===== src/source/laneExPkg.sv =====
package laneExPkg;

	localparam int WORD_W = 64;
	localparam int REGID_W = 6;
	localparam int IMM_W = 33;

	typedef logic [WORD_W-1:0] laneWord;
	typedef logic [REGID_W-1:0] laneRegId;
	typedef logic [IMM_W-1:0] laneImm; // Bit 32 carries the payload sign
	typedef logic [5:0] laneIxt;

	localparam laneRegId REG_ZZR = '1; // No destination

	typedef enum logic [1:0] {
		COND_AL, // Always
		COND_NV, // Never
		COND_CT, // If T set
		COND_CF  // If T clear
	} laneCond;

	typedef enum logic [5:0] {
		NOP, INVOP, LEA_MR, MOV_RM, MOV_MR, PUSHX, POPX,
		ALU3, UNARY, ALUW3, ALUCMP, MULW3, MUL3, FPU3,
		CONV_RR, MOV_IR, SHAD3, SHLD3, SHADQ3, SHLDQ3,
		OP_IXS, OP_IXT
	} laneUCmd;

	// OP_IXS sub-ops
	localparam laneIxt IXS_NOP = 6'h00;
	localparam laneIxt IXS_MOVT = 6'h01;
	localparam laneIxt IXS_MOVNT = 6'h02;

	// OP_IXT sub-ops
	localparam laneIxt IXT_NOP = 6'h00;
	localparam laneIxt IXT_SLEEP = 6'h01;
	localparam laneIxt IXT_BREAK = 6'h02;

	// CONV_RR sub-ops
	localparam laneIxt CNV_EXTSB = 6'h00;
	localparam laneIxt CNV_EXTUB = 6'h01;
	localparam laneIxt CNV_EXTSW = 6'h02;
	localparam laneIxt CNV_EXTUW = 6'h03;
	localparam laneIxt CNV_EXTSL = 6'h04;
	localparam laneIxt CNV_EXTUL = 6'h05;

	// MOV_IR sub-ops
	localparam laneIxt IMM_LDI = 6'h00;
	localparam laneIxt IMM_SH8 = 6'h01;
	localparam laneIxt IMM_SH16 = 6'h02;
	localparam laneIxt IMM_SH32 = 6'h03;

	typedef struct packed {
		laneCond cond;
		laneUCmd uCmd;
		laneIxt uIxt;
	} laneUop;

	typedef struct packed {
		laneRegId idRs;
		laneRegId idRt;
		laneRegId idRm;
		laneWord valRs;
		laneWord valRt;
		laneWord valRm;
	} laneSrc;

	typedef enum logic [3:0] {
		SEL_NONE, SEL_RS, SEL_RM, SEL_RT, SEL_IMM, SEL_CONV,
		SEL_SHAD32, SEL_SHLD32, SEL_SHIFT64, SEL_TBIT, SEL_NTBIT
	} laneResSel;

	typedef struct packed {
		laneResSel resSel;
		logic destValid;  // Result written to idRm
		logic [1:0] immMode;
		logic [2:0] cnvMode;
		logic shiftArith;
	} laneCtrl;

	typedef enum logic [2:0] {
		FLT_NONE, FLT_INVOP, FLT_UCMD, FLT_IXS, FLT_IXT, FLT_BREAK
	} laneFault;

endpackage


===== src/source/laneConverter.sv =====
`timescale 1ns/1ps

module laneConverter (
	input laneExPkg::laneWord value,
	input logic [2:0] mode,
	output laneExPkg::laneWord result
);

	always_comb begin
		case (mode)
			laneExPkg::CNV_EXTSB[2:0]:
				result = {{56{value[7]}}, value[7:0]};
			laneExPkg::CNV_EXTUB[2:0]:
				result = {56'b0, value[7:0]};
			laneExPkg::CNV_EXTSW[2:0]:
				result = {{48{value[15]}}, value[15:0]};
			laneExPkg::CNV_EXTUW[2:0]:
				result = {48'b0, value[15:0]};
			laneExPkg::CNV_EXTSL[2:0]:
				result = {{32{value[31]}}, value[31:0]};
			laneExPkg::CNV_EXTUL[2:0]:
				result = {32'b0, value[31:0]};
			default:
				result = value; // Codes 6 and 7 pass through
		endcase
	end

endmodule


===== src/source/laneEx1Top.sv =====
`timescale 1ns/1ps

module laneEx1Top (
	input logic clock,
	input logic rst,
	input laneExPkg::laneUop uop,
	input laneExPkg::laneSrc src,
	input laneExPkg::laneImm imm,
	input logic braFlush,
	input logic srT,
	output laneExPkg::laneRegId destId,
	output laneExPkg::laneWord destVal,
	output laneExPkg::laneRegId heldId,
	output logic exHold,
	output laneExPkg::laneFault faultCause
);

	laneExPkg::laneCtrl ctrl;
	laneExPkg::laneWord convVal;
	logic [31:0] shift32;
	laneExPkg::laneWord shift64;

	laneExControl u_control (
		.clock(clock),
		.rst(rst),
		.uop(uop),
		.braFlush(braFlush),
		.srT(srT),
		.idRm(src.idRm),
		.ctrl(ctrl),
		.heldId(heldId),
		.exHold(exHold),
		.faultCause(faultCause)
	);

	laneShifter u_shifter (
		.value(src.valRs),
		.count(src.valRt[7:0]), // Low byte of Rt is the signed count
		.arith(ctrl.shiftArith),
		.shift32(shift32),
		.shift64(shift64)
	);

	laneConverter u_converter (
		.value(src.valRs),
		.mode(ctrl.cnvMode),
		.result(convVal)
	);

	laneResultMux u_resultMux (
		.ctrl(ctrl),
		.src(src),
		.imm(imm),
		.srT(srT),
		.conv(convVal),
		.shift32(shift32),
		.shift64(shift64),
		.destId(destId),
		.destVal(destVal)
	);

endmodule


===== src/source/laneExControl.sv =====
`timescale 1ns/1ps

module laneExControl (
	input logic clock,
	input logic rst,
	input laneExPkg::laneUop uop,
	input logic braFlush,
	input logic srT,
	input laneExPkg::laneRegId idRm,
	output laneExPkg::laneCtrl ctrl,
	output laneExPkg::laneRegId heldId,
	output logic exHold,
	output laneExPkg::laneFault faultCause
);

	logic opEnable;
	laneExPkg::laneUCmd uCmd;
	laneExPkg::laneFault faultNow; // Fault raised by the current op

	always_comb begin
		case (uop.cond)
			laneExPkg::COND_AL: opEnable = 1'b1;
			laneExPkg::COND_NV: opEnable = 1'b0;
			laneExPkg::COND_CT: opEnable = srT;
			laneExPkg::COND_CF: opEnable = !srT;
			default: opEnable = 1'b0;
		endcase
		if (braFlush)
			opEnable = 1'b0; // Flushed op never executes
	end

	assign uCmd = opEnable ? uop.uCmd : laneExPkg::NOP;

	always_comb begin
		ctrl.resSel = laneExPkg::SEL_NONE;
		ctrl.destValid = 1'b0;
		ctrl.immMode = 2'b00;
		ctrl.cnvMode = 3'b000;
		ctrl.shiftArith = 1'b0;
		heldId = laneExPkg::REG_ZZR;
		faultNow = laneExPkg::FLT_NONE;

		case (uCmd)
			laneExPkg::NOP, laneExPkg::LEA_MR, laneExPkg::MOV_MR,
			laneExPkg::POPX, laneExPkg::ALUCMP, laneExPkg::MUL3: begin
			end
			laneExPkg::INVOP: faultNow = laneExPkg::FLT_INVOP;
			laneExPkg::MOV_RM: ctrl.resSel = laneExPkg::SEL_RS; // Store data only
			laneExPkg::PUSHX: ctrl.resSel = laneExPkg::SEL_RM;
			laneExPkg::ALU3, laneExPkg::UNARY, laneExPkg::ALUW3,
			laneExPkg::MULW3, laneExPkg::FPU3:
				heldId = idRm; // Resolved in a later stage
			laneExPkg::CONV_RR: begin
				ctrl.resSel = laneExPkg::SEL_CONV;
				ctrl.destValid = 1'b1;
				// Unknown sub-ops map onto the pass-through code
				ctrl.cnvMode = (uop.uIxt > laneExPkg::CNV_EXTUL) ? 3'd7 : uop.uIxt[2:0];
			end
			laneExPkg::MOV_IR: begin
				ctrl.destValid = 1'b1;
				if (uop.uIxt > laneExPkg::IMM_SH32) begin
					ctrl.resSel = laneExPkg::SEL_RT; // Unknown form copies Rt
				end else begin
					ctrl.resSel = laneExPkg::SEL_IMM;
					ctrl.immMode = uop.uIxt[1:0];
				end
			end
			laneExPkg::SHAD3, laneExPkg::SHLD3: begin
				ctrl.resSel = (uCmd == laneExPkg::SHAD3) ?
					laneExPkg::SEL_SHAD32 : laneExPkg::SEL_SHLD32;
				ctrl.destValid = 1'b1;
				ctrl.shiftArith = (uCmd == laneExPkg::SHAD3);
			end
			laneExPkg::SHADQ3, laneExPkg::SHLDQ3: begin
				ctrl.resSel = laneExPkg::SEL_SHIFT64;
				ctrl.destValid = 1'b1;
				ctrl.shiftArith = (uCmd == laneExPkg::SHADQ3);
			end
			laneExPkg::OP_IXS: begin
				case (uop.uIxt)
					laneExPkg::IXS_NOP: begin
					end
					laneExPkg::IXS_MOVT: begin
						ctrl.resSel = laneExPkg::SEL_TBIT;
						ctrl.destValid = 1'b1;
					end
					laneExPkg::IXS_MOVNT: begin
						ctrl.resSel = laneExPkg::SEL_NTBIT;
						ctrl.destValid = 1'b1;
					end
					default: faultNow = laneExPkg::FLT_IXS;
				endcase
			end
			laneExPkg::OP_IXT: begin
				case (uop.uIxt)
					laneExPkg::IXT_NOP, laneExPkg::IXT_SLEEP: begin
					end
					laneExPkg::IXT_BREAK: faultNow = laneExPkg::FLT_BREAK;
					default: faultNow = laneExPkg::FLT_IXT;
				endcase
			end
			default: faultNow = laneExPkg::FLT_UCMD; // Opcode not handled in this lane
		endcase
	end

	// Hold stays low throughout reset
	assign exHold = (faultNow != laneExPkg::FLT_NONE) && !rst;

	// Keeps the first fault seen since reset
	always_ff @(posedge clock) begin
		if (rst) begin
			faultCause <= laneExPkg::FLT_NONE;
		end else if (faultCause == laneExPkg::FLT_NONE) begin
			faultCause <= faultNow;
		end
	end

endmodule


===== src/source/laneResultMux.sv =====
`timescale 1ns/1ps

module laneResultMux (
	input laneExPkg::laneCtrl ctrl,
	input laneExPkg::laneSrc src,
	input laneExPkg::laneImm imm,
	input logic srT,
	input laneExPkg::laneWord conv,
	input logic [31:0] shift32,
	input laneExPkg::laneWord shift64,
	output laneExPkg::laneRegId destId,
	output laneExPkg::laneWord destVal
);

	laneExPkg::laneWord immVal;

	// Immediate loads and shift-ins
	always_comb begin
		case (ctrl.immMode)
			laneExPkg::IMM_SH8[1:0]:
				immVal = {src.valRs[55:0], imm[7:0]};
			laneExPkg::IMM_SH16[1:0]:
				immVal = {src.valRs[47:0], imm[15:0]};
			laneExPkg::IMM_SH32[1:0]:
				immVal = {src.valRs[31:0], imm[31:0]};
			default:
				immVal = {{31{imm[32]}}, imm}; // LDI sign-extends from bit 32
		endcase
	end

	always_comb begin
		case (ctrl.resSel)
			laneExPkg::SEL_RS: destVal = src.valRs;
			laneExPkg::SEL_RM: destVal = src.valRm;
			laneExPkg::SEL_RT: destVal = src.valRt;
			laneExPkg::SEL_IMM: destVal = immVal;
			laneExPkg::SEL_CONV: destVal = conv;
			laneExPkg::SEL_SHAD32: destVal = {{32{shift32[31]}}, shift32};
			laneExPkg::SEL_SHLD32: destVal = {32'b0, shift32};
			laneExPkg::SEL_SHIFT64: destVal = shift64;
			laneExPkg::SEL_TBIT: destVal = {63'b0, srT};
			laneExPkg::SEL_NTBIT: destVal = {63'b0, !srT};
			default: destVal = '0;
		endcase
	end

	// Store data leaves destValid clear so no register is named
	assign destId = ctrl.destValid ? src.idRm : laneExPkg::REG_ZZR;

endmodule


===== src/source/laneShifter.sv =====
`timescale 1ns/1ps

module laneShifter (
	input laneExPkg::laneWord value,
	input logic [7:0] count,
	input logic arith,
	output logic [31:0] shift32,
	output laneExPkg::laneWord shift64
);

	logic shiftLeft;
	logic [7:0] amount;      // Magnitude of the shift, 0 to 128
	laneExPkg::laneWord low32Ext;
	laneExPkg::laneWord wide32;

	// Shift with saturation once the amount reaches the word width
	function automatic laneExPkg::laneWord shiftWord(
		input laneExPkg::laneWord v,
		input logic left,
		input logic [7:0] amt,
		input logic fillSign
	);
		laneExPkg::laneWord fill;
		laneExPkg::laneWord res;
		fill = (fillSign && v[63]) ? '1 : '0;
		if (left) begin
			res = (amt >= 8'd64) ? '0 : (v << amt[5:0]);
		end else if (amt >= 8'd64) begin
			res = fill;
		end else if (fillSign) begin
			res = laneExPkg::laneWord'($signed(v) >>> amt[5:0]);
		end else begin
			res = v >> amt[5:0];
		end
		return res;
	endfunction

	assign shiftLeft = !count[7]; // Count is a signed byte
	assign amount = shiftLeft ? count : (8'd0 - count);

	// The upper half mirrors bit 31 so right shifts fill as in a 32-bit word
	assign low32Ext = arith ? {{32{value[31]}}, value[31:0]} : {32'b0, value[31:0]};

	assign shift64 = shiftWord(value, shiftLeft, amount, arith);
	assign wide32 = shiftWord(low32Ext, shiftLeft, amount, arith);
	assign shift32 = wide32[31:0];

endmodule


===== config.mk =====
export PLATFORM = sky130hd
export DESIGN_NAME = laneEx1Top
export DESIGN_NICKNAME = d
export VERILOG_FILES = /design/src/source/laneExPkg.sv /design/src/source/laneConverter.sv /design/src/source/laneEx1Top.sv /design/src/source/laneExControl.sv /design/src/source/laneResultMux.sv /design/src/source/laneShifter.sv
export SDC_FILE = /design/constraint.sdc
export NUM_CORES = 1
export LEC_CHECK = 0
export ABC_AREA = 0
export BUFFER_PORTS_ARGS = -buffer_cell sky130_fd_sc_hd__buf_2
export CAP_MARGIN = 20
export CORE_MARGIN = 3
export CORE_UTILIZATION = 35
export CTS_CLUSTER_SIZE = 20
export DETAILED_ROUTE_END_ITERATION = 8
export GPL_TIMING_DRIVEN = 0
export PLACE_DENSITY = 0.63
export RECOVER_POWER = 100
export SKIP_LAST_GASP = 1
export SLEW_MARGIN = 20
export SYNTH_ARGS = -nofsm -noshare
export SYNTH_HDL_FRONTEND = slang
export SYNTH_SLANG_ARGS = --single-unit

===== constraint.sdc =====
create_clock -name clock -period 4.86 [get_ports clock]
set_input_delay 0.729 -clock clock [delete_from_list [all_inputs] [get_ports clock]]
set_output_delay 0.729 -clock clock [all_outputs]
set_load 0.1 [all_outputs]

==> results of run 1 <==
==> timing repair <==
| item | in CTS |
|---|---|
| setup endpoints to repair | 64 |
| pin swaps | 85 |
| hold buffers | 0 |
| buffers inserted | 115 |
| gates resized for setup | 776 |
| cloned | 6 |
==> metrics by stage <==
| stage | instance area [um^2] | std cells | utilization | hold WS (ns) | setup slack (ns) |
|---|---|---|---|---|---|
| 3_5_place_dp | 16900 | 2895 | 0.430 | 0.523 | -1.97 |
| 3_3_place_gp | 16800 | 2889 | 0.428 | 0.503 | -2.88 |
| 4_1_cts | 21500 | 3015 | 0.549 | 0.531 | -0.141 |
| 2_1_floorplan | 14600 | 2064 | - | 0.801 | -0.670 |
==> logic make-up after synthesis <==
family | share of synthesized area
compound gates | 0.356
xor+xnor | 0.00792
buf+inv | 0.0843
simple gates | 0.214
flops | 0.00427
fa+ha+maj | 0.000889
mux | 0.332
==> synthesized netlist by cell type, types with 18 or more instances <==
| library cell | count |
|---|---|
| a221o_1 | 28 |
| and2_1 | 18 |
| mux2i_1 | 309 |
| nand3_1 | 76 |
| mux2_2 | 49 |
| a22oi_1 | 40 |
| or3_1 | 23 |
| a211oi_1 | 46 |
| buf_2 | 60 |
| a21oi_1 | 179 |
| nand2b_1 | 21 |
| o2111ai_1 | 24 |
| a221oi_1 | 36 |
| o211ai_1 | 25 |
| buf_1 | 20 |
| a31oi_1 | 43 |
| nand2_1 | 263 |
| nor2_1 | 139 |
| clkbuf_1 | 124 |
| o21ai_0 | 131 |
| mux4_2 | 42 |
| nor3_1 | 52 |
==> per-layer routing <==
layer,overflow,track usage
met1,0,0.742
met5,0,0.221
met3,0,0.553
met4,2,0.614
met2,2,0.846
==> impl_metrics.yaml, run 1 <==
outcome:
  status: "did not finish"
  haltStage: "global routing (5_1_grt)"
  error_message: "[ERROR GRT-0116] Global routing finished with congestion. Check the congestion regions in the DRC Viewer."
grt:
  grt_usage: 0.700
  grt_pass1_wl_mm: 207
  grt_max_degree: 12
  grt-ovfl-total: 4
  first_global_vias: 25880
floorplan:
  start_util: 0.359
  die_w_um: 206
  die_y_um: 206
  rows: 72
  io_pins: 341
logic_synthesis:
  synth_area_um2: 14100
  synth_cell_types: 93
  synth_ff_type: "dfxtp_1"
  avgSynthCellArea_um2: 6.82
  synth_top_area_share: 0.220
  ys_seq_elements: 3
  async_flop_share: 0
  synth_edf_count: 0
  ys_seq_area_frac: 0.00427
  yosys.area.top_type: "mux2i_1"
  synth_area_leaders: "mux2i_1 22%, nand2_1 7.0%, mux4_2 6.7%"
  syn-instance-count: 2064
  yosysWarnings: 0
  synth_fp_nets: 2326
clocking:
  clockBufferDepth: 2
  cts_sinks: 3
  cts_buffers: 3
  h-tree-depth: 1
  clock-root-buffer: "clkbuf_16"
placed_design:
  hpwlAfterDp_mm: 110
  gp_congestion: 1.24
  port_buffers: 307
==> run 2, diff against run 1 <==
--- a/config.mk
+++ b/config.mk
@@ -9,11 +9,10 @@
 export BUFFER_PORTS_ARGS = -buffer_cell sky130_fd_sc_hd__buf_2
 export CAP_MARGIN = 20
 export CORE_MARGIN = 3
-export CORE_UTILIZATION = 35
-export CTS_CLUSTER_SIZE = 20
+export CORE_UTILIZATION = 20
 export DETAILED_ROUTE_END_ITERATION = 8
 export GPL_TIMING_DRIVEN = 0
-export PLACE_DENSITY = 0.63
+export PLACE_DENSITY_LB_ADDON = 0.15
 export RECOVER_POWER = 100
 export SKIP_LAST_GASP = 1
 export SLEW_MARGIN = 20
==> constraint.sdc (replaced) <==
create_clock -name clock -period 6.3 [get_ports clock]
set_input_delay 0.945 -clock clock [delete_from_list [all_inputs] [get_ports clock]]
set_output_delay 0.945 -clock clock [all_outputs]
set_load 0.1 [all_outputs]
==> run 2 against run 1 <==
The flow now finishes, with violations (setup timing). Synthesized cell count did not move. Area after synthesis did not move.
==> impl_metrics.yaml, run 2 <==
logic_synthesis:
  avgSynthCellArea_um2: 6.82
  synth_top_area_share: 0.220
  synth_most_common_cell: "mux2i_1"
  synth_ff_type: "dfxtp_1"
  synth_area_leaders: "mux2i_1 22%, nand2_1 7.0%, mux4_2 6.7%"
  ys_seq_area_frac: 0.00427
  synth_common_cells: "309 x mux2i_1, 263 x nand2_1, 179 x a21oi_1"
  ys_seq_elements: 3
  synth_area_um2: 14100
  synth_edf_count: 0
  synth_cell_types: 93
  yosysWarnings: 0
  yosys.area.top_type: "mux2i_1"
  async_flop_share: 0
  syn-instance-count: 2064
  synth_fp_nets: 2326
route:
  drc: 0
  viasPerCell: 6.90
  drt_iter0_drc: 3555
  via_count: 23361
  detail_route.wirelength_mm: 178
  ant_nets: 0
  drtPass1Iterations: 6
  route.detailed.wl_per_inst_um: 52.5
timing:
  fmax_mhz: 156
  setup_tns_ns: -0.613
  setup_violations: 14
  drv_slew: 0
  holdWs_ns: 0.519
  hold_viol: 0
  rsz0062_at_grt: "true"
  fin_skew_ns: 0.00434
  period_share: 1.02
  worst_pin_slew_ns: 1.28
  setup_slack_ns: -0.123
  slew_headroom: 0.149
  min_period_ns: 6.42
final_layout:
  syn_to_final_growth_pct: 45.1
  register_area_um2: 60.1
  multi_input_area_um2: 15000
  layout_commonest_cell: "buf_2"
  largest_reg_flops: 3
  n_fill_cell: 7779
  nets: 2714
  final_cells: 3387
  regMostFlops: "u_control.faultCause"
  final_layout_size_suffix_gt1_frac: 0.364
  final_cell_mix: "268 x buf_2, 253 x nand2_1, 183 x mux2i_1, 157 x a21oi_1, 130 x nor2_1"
  reg.largest.list: "u_control.faultCause (3)"
outcome:
  status: "finished, violations left"
  violations: "setup timing"
worst_setup_path:
  required_ns: 5.35
  cp_max_fo: 10
  r2r_slack_ns: 5.49
  cp-start-kind: "input pin"
  worstSetupEndpointType: "output pin"
  critical_path_class: "in -> out"
  worst_ep_arrival_time_ns: 5.48
placed_design:
  hpwlAfterDp_mm: 142
  dpl.cell_count: 3317
  gp_congestion: 1.08
  pre_cts_slack_ns: -2.28
  port_buffers: 307
pwr:
  p_leak_nw: 7.80
  switching_share: 0.682
  p_total_mw: 3.15
  pwr-share-seq: 0.006
  power-per-cell-area_nw_per_um2: 154
  combinationalPowerShare: 0.961
  intPower_uw: 1000
  power.switching_mw: 2.15
  peakVddDrop_mv: 0.170
  clock_power_share: 0.032
grt:
  antenna_found_initial: 22
  grt_use_met2: 0.684
  grtUsageMet1: 0.574
  grt_pass1_wl_mm: 228
  top_usage_layer: "met2"
  grt-ovfl-total: 0
  gr-usage-met3: 0.137
  first_global_vias: 22514
  grt_usage: 0.463
  grt_max_degree: 11
clocking:
  cts_buffers: 3
  cts_sinks: 3
  cts_tree: "yes"
  clk_pin_slew_worst_paths_ns: 0.03
  h-tree-depth: 1
  clock_latency_ns: 0.23
  holdBufCountCts: 0
  clockBufferDepth: 2
  clock-root-buffer: "clkbuf_16"
floorplan:
  die_w_um: 271
  io_pins: 341
  rows: 96
  start_util: 0.203
  dieArea_um2: 73600
  die_y_um: 271
  core-area_um2: 69200
job:
  maxCapViolations: 0
worst_hold_path:
  hp-class: "reg -> reg"
## run 2: area by class of cell
class | instances | area share
buffer | 234 | 0.0737
multi-input combinational | 1810 | 0.737
tap | 931 | 0.0571
timing repair buffer | 384 | 0.121
clock buffer | 4 | 0.00386
antenna | 5 | 0.000613
inverter | 16 | 0.00356
sequential | 3 | 0.00294
## run 2: kinds of logic (layout without fill, tap and decap cells)
| family | Yosys count | after routing | share of synthesized area |
|---|---|---|---|
| AO/OA/AOI/OAI | 740 | 740 | 0.356 |
| other | 0 | 5 | 0 |
| XOR/XNOR | 8 | 8 | 0.00792 |
| flip-flops | 3 | 3 | 0.00427 |
| buffers and inverters | 251 | 638 | 0.0843 |
| multiplexers | 406 | 406 | 0.332 |
| AND/OR/NAND/NOR | 655 | 655 | 0.214 |
| adder cells (fa/ha/maj) | 1 | 1 | 0.000889 |
## run 2: path summary, 6_finish.rpt
check | depth (start not counted) | start | endpoint
max | 20 | src[64] | destVal[40]
min | 2 | u_control.faultCause[0]$_SDFFE_PP0N_ | u_control.faultCause[0]$_SDFFE_PP0N_
max reg2reg | 3 | u_control.faultCause[1]$_SDFFE_PP0N_ | u_control.faultCause[0]$_SDFFE_PP0N_
min reg2reg | 2 | u_control.faultCause[0]$_SDFFE_PP0N_ | u_control.faultCause[0]$_SDFFE_PP0N_
## run 2: per-layer routing
metal | share of wire | up-vias
met4 | 0.098 | 10
met1 | 0.38 | 11636
met5 | 0.00055 | -
li1 | - | 8861
met3 | 0.12 | 604
met2 | 0.41 | 2250
## run 2: worst max-delay path: stages
cell and delay, ns:
clkbuf_4 0.19, buf_12 0.18, inv_8 0.13, buf_8 0.19, buf_8 0.20, buf_8 0.20, ha_4 0.25, mux2_4 0.27
buf_6 0.15, buf_6 0.17, mux2i_1 0.31, mux2i_1 0.23, o22ai_2 0.30, nor3_4 0.06, buf_12 0.17, o21a_1 0.21
buf_8 0.18, nor2_2 0.47, nand3_1 0.29, buf_4 0.32
## run 2: stage by stage
stage	util	area, um^2
3_5_place_dp	0.248	17200
3_3_place_gp	0.244	16900
2_1_floorplan	-	14200
5_1_grt	0.295	20400
4_1_cts	0.288	19900
6_report	0.295	20400
## run 2: what timing repair did
item                                    in CTS  in global routing
endpoints found under the setup margin      64                 62
gates resized for setup                    493                 96
cloned                                       0                  0
buffers inserted                            52                  9
pin swaps                                   31                 17
## run 2: power groups by stage
stage	Clock (mW)	Sequential (mW)	Combinational [mW]
5_1_grt	0.107	0.0205	2.97
6_report	0.102	0.0204	3.03
2_1_floorplan	0	0.0252	1.11
4_1_cts	0.103	0.0204	2.76
3_5_place_dp	0	0.0207	2.34
3_3_place_gp	0	0.0207	2.36
Note: power is estimated with default switching activity, not from simulation.
